### src/hw/axis_lite_pkg.sv
/*
 * shared types for the byte stream to AXI-lite write bridge
 * every RTL block imports this package; it carries the stream beat,
 * the decoded write request and the state encoding of the write FSM
 */
package axis_lite_pkg;

    // one stream byte
    typedef logic [7:0] byte_t;

    // AXI-lite address and write data
    typedef logic [31:0] addr_t;
    typedef logic [31:0] wdata_t;

    // AXI response code, write side only
    typedef logic [1:0] resp_t;

    // anything else (SLVERR, DECERR, EXOKAY) is flagged as an error
    localparam resp_t RESP_OKAY = 2'b00;

    // byte counter, wide enough for an 8 byte field plus saturation
    typedef logic [3:0] beat_cnt_t;

    // one beat on the byte stream
    typedef struct packed {
        byte_t tdata;
        logic  tlast;
    } axis_beat_t;

    // one decoded write, address and data taken from the packet field
    typedef struct packed {
        addr_t  addr;
        wdata_t data;
    } write_req_t;

    // write FSM
    // idle accepts stream bytes, issue drives aw and w, resp waits for b
    typedef enum logic [1:0] {
        WR_IDLE  = 2'd0,
        WR_ISSUE = 2'd1,
        WR_RESP  = 2'd2
    } wr_state_t;

endpackage

### src/hw/axis_to_lite_wr.sv
/*
 * top of the byte stream to AXI-lite write bridge
 * a packet brings ADDR_BYTES of address then 4 data bytes, msb first;
 * each complete packet becomes one write, short packets pulse short_pkt
 */
`timescale 1ns/1ps

module axis_to_lite_wr #(
    parameter int ADDR_BYTES = 4
) (
    input  logic                      aclk,
    input  logic                      rst_n,
    // byte stream in
    input  logic                      s_axis_tvalid,
    input  axis_lite_pkg::axis_beat_t s_axis_beat,
    output logic                      s_axis_tready,
    // AXI-lite write master
    output logic                      axi_awvalid,
    input  logic                      axi_awready,
    output axis_lite_pkg::addr_t      axi_awaddr,
    output logic                      axi_wvalid,
    input  logic                      axi_wready,
    output axis_lite_pkg::wdata_t     axi_wdata,
    input  logic                      axi_bvalid,
    input  axis_lite_pkg::resp_t      axi_bresp,
    output logic                      axi_bready,
    // status pulses
    output logic                      wr_done,
    output logic                      wr_err,
    output logic                      short_pkt
);
    import axis_lite_pkg::*;

    logic       beat_accept;
    logic       take_byte;
    logic       pkt_done;
    write_req_t req;

    // byte transfers on valid and ready
    assign beat_accept = s_axis_tvalid && s_axis_tready;

    field_beat_counter #(
        .ADDR_BYTES (ADDR_BYTES)
    ) u_counter (
        .aclk        (aclk),
        .rst_n       (rst_n),
        .beat_accept (beat_accept),
        .beat_last   (s_axis_beat.tlast),
        .take_byte   (take_byte),
        .pkt_done    (pkt_done),
        .short_pkt   (short_pkt)
    );

    field_assembler #(
        .ADDR_BYTES (ADDR_BYTES)
    ) u_assembler (
        .aclk      (aclk),
        .rst_n     (rst_n),
        .take_byte (take_byte),
        .beat      (s_axis_beat),
        .req       (req)
    );

    lite_write_fsm u_write_fsm (
        .aclk          (aclk),
        .rst_n         (rst_n),
        .pkt_done      (pkt_done),
        .req           (req),
        .s_axis_tready (s_axis_tready),
        .axi_awvalid   (axi_awvalid),
        .axi_awready   (axi_awready),
        .axi_awaddr    (axi_awaddr),
        .axi_wvalid    (axi_wvalid),
        .axi_wready    (axi_wready),
        .axi_wdata     (axi_wdata),
        .axi_bvalid    (axi_bvalid),
        .axi_bresp     (axi_bresp),
        .axi_bready    (axi_bready),
        .wr_done       (wr_done),
        .wr_err        (wr_err)
    );

endmodule

### src/hw/field_assembler.sv
/*
 * collects the field bytes of a packet, msb first, into one write request
 * bytes are shifted in while take_byte is high; the request is stable from
 * the edge after the last field byte until the next field starts
 */
`timescale 1ns/1ps

module field_assembler #(
    parameter int ADDR_BYTES = 4
) (
    input  logic                     aclk,
    input  logic                     rst_n,
    input  logic                     take_byte,
    input  axis_lite_pkg::axis_beat_t beat,
    output axis_lite_pkg::write_req_t req
);
    import axis_lite_pkg::*;

    // keeps only the address bytes that the field actually carries
    localparam addr_t ADDR_MASK = addr_t'((64'd1 << (ADDR_BYTES * 8)) - 64'd1);

    // field shift register, newest byte in the low byte lane
    logic [63:0] field_sr;
    addr_t       raw_addr;

    always_ff @(posedge aclk or negedge rst_n) begin
        if (!rst_n) begin
            field_sr <= '0;
        end else if (take_byte) begin
            field_sr <= {field_sr[55:0], beat.tdata};
        end
    end

    // after the full field the low 4 bytes are the data word
    // and the address bytes sit right above them
    assign raw_addr = field_sr[63:32];

    // bytes above the address field may still hold
    // older packet bytes, so they are forced to zero
    always_comb begin
        req.addr = raw_addr & ADDR_MASK;
        req.data = field_sr[31:0];
    end

endmodule

### src/hw/field_beat_counter.sv
/*
 * counts accepted stream bytes of a packet and marks the bytes that
 * belong to the address/data field; at tlast it reports whether the
 * packet carried the full field (pkt_done) or ended early (short_pkt)
 */
`timescale 1ns/1ps

module field_beat_counter #(
    parameter int ADDR_BYTES = 4
) (
    input  logic aclk,
    input  logic rst_n,
    input  logic beat_accept,
    input  logic beat_last,
    output logic take_byte,
    output logic pkt_done,
    output logic short_pkt
);
    import axis_lite_pkg::*;

    // address bytes followed by four data bytes
    localparam beat_cnt_t FIELD_LEN = beat_cnt_t'(ADDR_BYTES + 4);

    beat_cnt_t cnt;
    logic      in_field;
    logic      field_full;

    // position of the current byte is still inside the field
    assign in_field  = (cnt < FIELD_LEN);
    assign take_byte = beat_accept && in_field;

    // the field is complete once this beat is counted
    assign field_full = (cnt >= FIELD_LEN - beat_cnt_t'(1));

    always_ff @(posedge aclk or negedge rst_n) begin
        if (!rst_n) begin
            cnt       <= '0;
            pkt_done  <= 1'b0;
            short_pkt <= 1'b0;
        end else begin
            // both flags are single cycle pulses
            pkt_done  <= 1'b0;
            short_pkt <= 1'b0;
            if (beat_accept) begin
                if (beat_last) begin
                    // next packet starts from zero
                    cnt <= '0;
                    if (field_full) begin
                        pkt_done <= 1'b1;
                    end else begin
                        short_pkt <= 1'b1;
                    end
                end else if (in_field) begin
                    // trailing bytes leave the count saturated at the field length
                    cnt <= cnt + beat_cnt_t'(1);
                end
            end
        end
    end

endmodule

### src/hw/lite_write_fsm.sv
/*
 * issues one AXI-lite write per completed packet
 * aw and w are driven independently, each held until its own ready;
 * the stream is stalled from the start of the write until the b response
 */
`timescale 1ns/1ps

module lite_write_fsm (
    input  logic                      aclk,
    input  logic                      rst_n,
    input  logic                      pkt_done,
    input  axis_lite_pkg::write_req_t req,
    output logic                      s_axis_tready,
    // write address channel
    output logic                      axi_awvalid,
    input  logic                      axi_awready,
    output axis_lite_pkg::addr_t      axi_awaddr,
    // write data channel
    output logic                      axi_wvalid,
    input  logic                      axi_wready,
    output axis_lite_pkg::wdata_t     axi_wdata,
    // write response channel
    input  logic                      axi_bvalid,
    input  axis_lite_pkg::resp_t      axi_bresp,
    output logic                      axi_bready,
    output logic                      wr_done,
    output logic                      wr_err
);
    import axis_lite_pkg::*;

    wr_state_t state;

    // phase finished flags, one per channel
    logic aw_done;
    logic w_done;

    logic aw_fin;
    logic w_fin;

    // a phase counts as finished on its handshake edge too
    assign aw_fin = aw_done || (axi_awvalid && axi_awready);
    assign w_fin  = w_done || (axi_wvalid && axi_wready);

    // bytes only flow while no write is pending
    assign s_axis_tready = (state == WR_IDLE);

    // single outstanding write, so b is always taken
    assign axi_bready = 1'b1;

    always_ff @(posedge aclk or negedge rst_n) begin
        if (!rst_n) begin
            state       <= WR_IDLE;
            axi_awvalid <= 1'b0;
            axi_wvalid  <= 1'b0;
            aw_done     <= 1'b0;
            w_done      <= 1'b0;
            wr_done     <= 1'b0;
            wr_err      <= 1'b0;
        end else begin
            wr_done <= 1'b0;
            wr_err  <= 1'b0;
            case (state)
                WR_IDLE: begin
                    if (pkt_done) begin
                        // start both phases together
                        axi_awvalid <= 1'b1;
                        axi_wvalid  <= 1'b1;
                        aw_done     <= 1'b0;
                        w_done      <= 1'b0;
                        state       <= WR_ISSUE;
                    end
                end
                WR_ISSUE: begin
                    if (axi_awvalid && axi_awready) begin
                        axi_awvalid <= 1'b0;
                        aw_done     <= 1'b1;
                    end
                    if (axi_wvalid && axi_wready) begin
                        axi_wvalid <= 1'b0;
                        w_done     <= 1'b1;
                    end
                    // wait for the slower of the two channels
                    if (aw_fin && w_fin) begin
                        state <= WR_RESP;
                    end
                end
                WR_RESP: begin
                    if (axi_bvalid) begin
                        wr_done <= 1'b1;
                        wr_err  <= (axi_bresp != RESP_OKAY);
                        state   <= WR_IDLE;
                    end
                end
                default: begin
                    state <= WR_IDLE;
                end
            endcase
        end
    end

    // address and data held for the whole write
    always_ff @(posedge aclk) begin
        if ((state == WR_IDLE) && pkt_done) begin
            axi_awaddr <= req.addr;
            axi_wdata  <= req.data;
        end
    end

endmodule

### config.mk
export PLATFORM = sky130hd
export DESIGN_NAME = axis_to_lite_wr
export DESIGN_NICKNAME = d
export VERILOG_FILES = /design/src/hw/axis_lite_pkg.sv /design/src/hw/axis_to_lite_wr.sv /design/src/hw/field_assembler.sv /design/src/hw/field_beat_counter.sv /design/src/hw/lite_write_fsm.sv
export SDC_FILE = /design/constraint.sdc
export NUM_CORES = 1
export LEC_CHECK = 0
export BUFFER_PORTS_ARGS = -buffer_cell sky130_fd_sc_hd__buf_4
export CAP_MARGIN = 20
export CORE_MARGIN = 3
export CORE_UTILIZATION = 30
export CTS_CLUSTER_SIZE = 40
export DETAILED_ROUTE_END_ITERATION = 8
export GPL_ROUTABILITY_DRIVEN = 0
export PLACE_DENSITY = 0.54
export SETUP_SLACK_MARGIN = 0.5
export SLEW_MARGIN = 20
export SYNTH_ARGS = -nofsm -noshare
export SYNTH_HDL_FRONTEND = slang
export SYNTH_SLANG_ARGS = --single-unit
export TNS_END_PERCENT = 20
### constraint.sdc
create_clock -name aclk -period 5.5 [get_ports aclk]
set_input_delay 0 -clock aclk [delete_from_list [all_inputs] [get_ports aclk]]
set_output_delay 0 -clock aclk [all_outputs]
set_load 0.02 [all_outputs]
==> results.cfg <==
[status]
status = finished clean

[finish]
drive_above_1_share = 0.443
final_common_cell = buf_4
layout.nets = 398
layout_common_cells = buf_4 (86), dfrtp_1 (78), edfxtp_1 (64)
syn_to_final_growth_pct = 30.4
antenna_cells = 0

[pwr]
power_density_nw_per_um2 = 537
p_leak_uw = 0.00290
total_power_uw = 3670
ir_drop_mv = 0.223

[clocking]
cts_setup_buffers = 0
clkLatencyLatePin_ns = 0.42
cts.sink_count = 142
cts_buffers = 17
cts_resized = 0
cts_tree = yes
cts_max_path_buffers = 2
hold_buffers = 15
h-tree-depth = 4
clk_pin_slew_ns = 0.06
cts.root.buffer_cell = clkbuf_16

[yosys]
synth-seq-cells = 142
ys_types = 37
yosys-top-cells-area = dfrtp_1 (37%), edfxtp_1 (37%), mux2_4 (14%)
ys_seq_area_frac = 0.739
synth_top_area_share = 0.372
syn_area_um2 = 5240
syn-instance-count = 270
synthesis.nets = 288
yosysTopAreaCell = dfrtp_1
synth_warnings = 0
syn_avg_cell_area_um2 = 19.4

[grt]
grt_max_degree = 79
overflow = 0
grt_pass1_vias = 2684
grt_usage = 0.0973
grt_pass1_wl_um = 14300
antenna_found_initial = 0

[timing]
finalCritPeriodShare = 0.476
skew_ns = 0.0111
maxSlewViolCount = 0
setup_violations = 0
final_hold_viol_count = 0
timing.fmax_ghz = 0.382
min_period_ns = 2.62
fin_tns_setup_ns = 0
rsz0062_at_grt = no
slew_headroom = 0.418
tightest_slew_ns = 0.873

[flow_run]
drv_cap = 0

[detailed_routing]
wl_per_cell_um = 14.4
drt-pass1-iter-count = 5
via_per_inst = 4.25
drt_iter0_drc = 132
drc = 0
wirelength_um = 8820
ant_nets = 0
via_count = 2603

[min_path]
hold_depth = 4
hp-start = s_axis_tvalid
min_to = u_counter.pkt_done
hold_class = primary input to flop

[critical_path]
cp_max_fo = 29
critPathCaptureType = flop
crit_required_ns = 5.79
worstPathArrival_ns = 2.91
r2r-end = u_assembler.req[46]
worstSetupStartpointType = flop
r2r_slack_ns = 2.88
r2r_cells = 4
r2r-start = u_write_fsm.state[0]
crit_type = flop to flop

[floorplan]
rows = 47
placeableCoreArea_um2 = 16800
fp.dieH_um = 138
io_pins = 88
die_x_um = 138
start_util = 0.312
dieArea_um2 = 19100

[placed_design]
hpwl_um = 5410
numPortBuffers = 86
-- power breakdown --
| part | internal, µW | switching [µW] | total, µW |
|---|---|---|---|
| Combinational | 469 | 238 | 706 |
| Clock | 847 | 417 | 1260 |
| Sequential | 1470 | 228 | 1700 |
-- per-stage QoR --
step	hold WS, ns	utilization	instance area [µm²]	std cells	worst slack, ns
2_1_floorplan	-0.296	-	5240	270	2.57
5_1_grt	0.000108	0.406	6840	613	2.73
6_report	0.0221	0.406	6840	613	2.88
3_5_place_dp	0.212	0.359	6030	566	2.85
4_1_cts	0.00163	0.406	6830	613	2.84
3_3_place_gp	0.204	0.359	6030	566	2.92
-- registers in the layout, indices dropped and copies added (netlist names) --
signal / flops
u_write_fsm.axi_wvalid: 1
u_write_fsm.w_done: 1
u_write_fsm.wr_done: 1
u_write_fsm.axi_wdata: 32
u_counter.pkt_done: 1
u_write_fsm.axi_awvalid: 1
u_write_fsm.aw_done: 1
u_counter.cnt: 4
u_assembler.req: 64
u_counter.short_pkt: 1
u_write_fsm.state: 2
u_write_fsm.axi_awaddr: 32
u_write_fsm.wr_err: 1
-- final cells by class --
cell class	count	area, µm²
fillers	1576	9980
flip-flops and latches	142	3870
multi-input cells	113	1210
repair buffers	102	807
clock buffers	20	437
well taps	220	275
clock inverters	12	216
inverters	4	15.0
-- synthesized netlist by cell type, drive strengths merged --
| cell type | instances |
|---|---|
| nor4 | 1 |
| buf | 10 |
| o21a | 1 |
| nor3b | 1 |
| o311ai | 1 |
| a41oi | 1 |
| and3 | 1 |
| a221o | 1 |
| a31oi | 2 |
| nand2 | 5 |
| and2b | 1 |
| edfxtp | 64 |
| and2 | 1 |
| nand3b | 1 |
| or3b | 1 |
| mux2 | 64 |
| a21oi | 6 |
| a31o | 1 |
| clkbuf | 1 |
| a211oi | 1 |
| nor2 | 10 |
| nor3 | 1 |
| dfrtp | 78 |
| inv | 4 |
| nor2b | 1 |
| ha | 1 |
| conb | 1 |
| o31a | 1 |
| nand2b | 3 |
| o21ai | 5 |
-- cells by family after synthesis --
| logic type | after synthesis | share of synthesized area |
|---|---|---|
| buf+inv | 15 | 0.0303 |
| simple gates | 27 | 0.0301 |
| other cells | 1 | 0.000715 |
| compound gates | 20 | 0.0243 |
| fa+ha+maj | 1 | 0.00239 |
| mux | 64 | 0.173 |
| flops | 142 | 0.739 |
-- how the worst max path moves through the flow --
| stage | start | depth (start not counted) | slack, ns | to |
|---|---|---|---|---|
| after floorplan | u_write_fsm.state[0] | 3 | 2.57 | u_write_fsm.axi_awaddr[0] |
| after global placement | u_write_fsm.state[0] | 4 | 2.92 | u_assembler.req[5] |
| after detailed placement | u_write_fsm.state[0] | 4 | 2.85 | u_assembler.req[2] |
| after CTS | u_write_fsm.state[0] | 4 | 2.84 | u_assembler.req[60] |
| after global routing | u_write_fsm.state[0] | 4 | 2.73 | u_assembler.req[44] |
| final | u_write_fsm.state[0] | 4 | 2.88 | u_assembler.req[46] |
-- worst max-delay path, stage by stage, from the launching register on --
cell and delay [ns]:
dfrtp_1 0.50, or3b_1 0.57, nor2_8 0.48, buf_4 0.58
mux2_4 0.34
-- layer usage --
| metal | vias up | share of wire | track usage |
|---|---|---|---|
| li1 | 1216 | - | - |
| met3 | 19 | 0.046 | 0.0345 |
| met2 | 75 | 0.45 | 0.134 |
| met5 | - | 0 | 0 |
| met1 | 1293 | 0.47 | 0.127 |
| met4 | 0 | 0.034 | 0.0702 |
No activity file was read; power rests on OpenSTA's default activity.
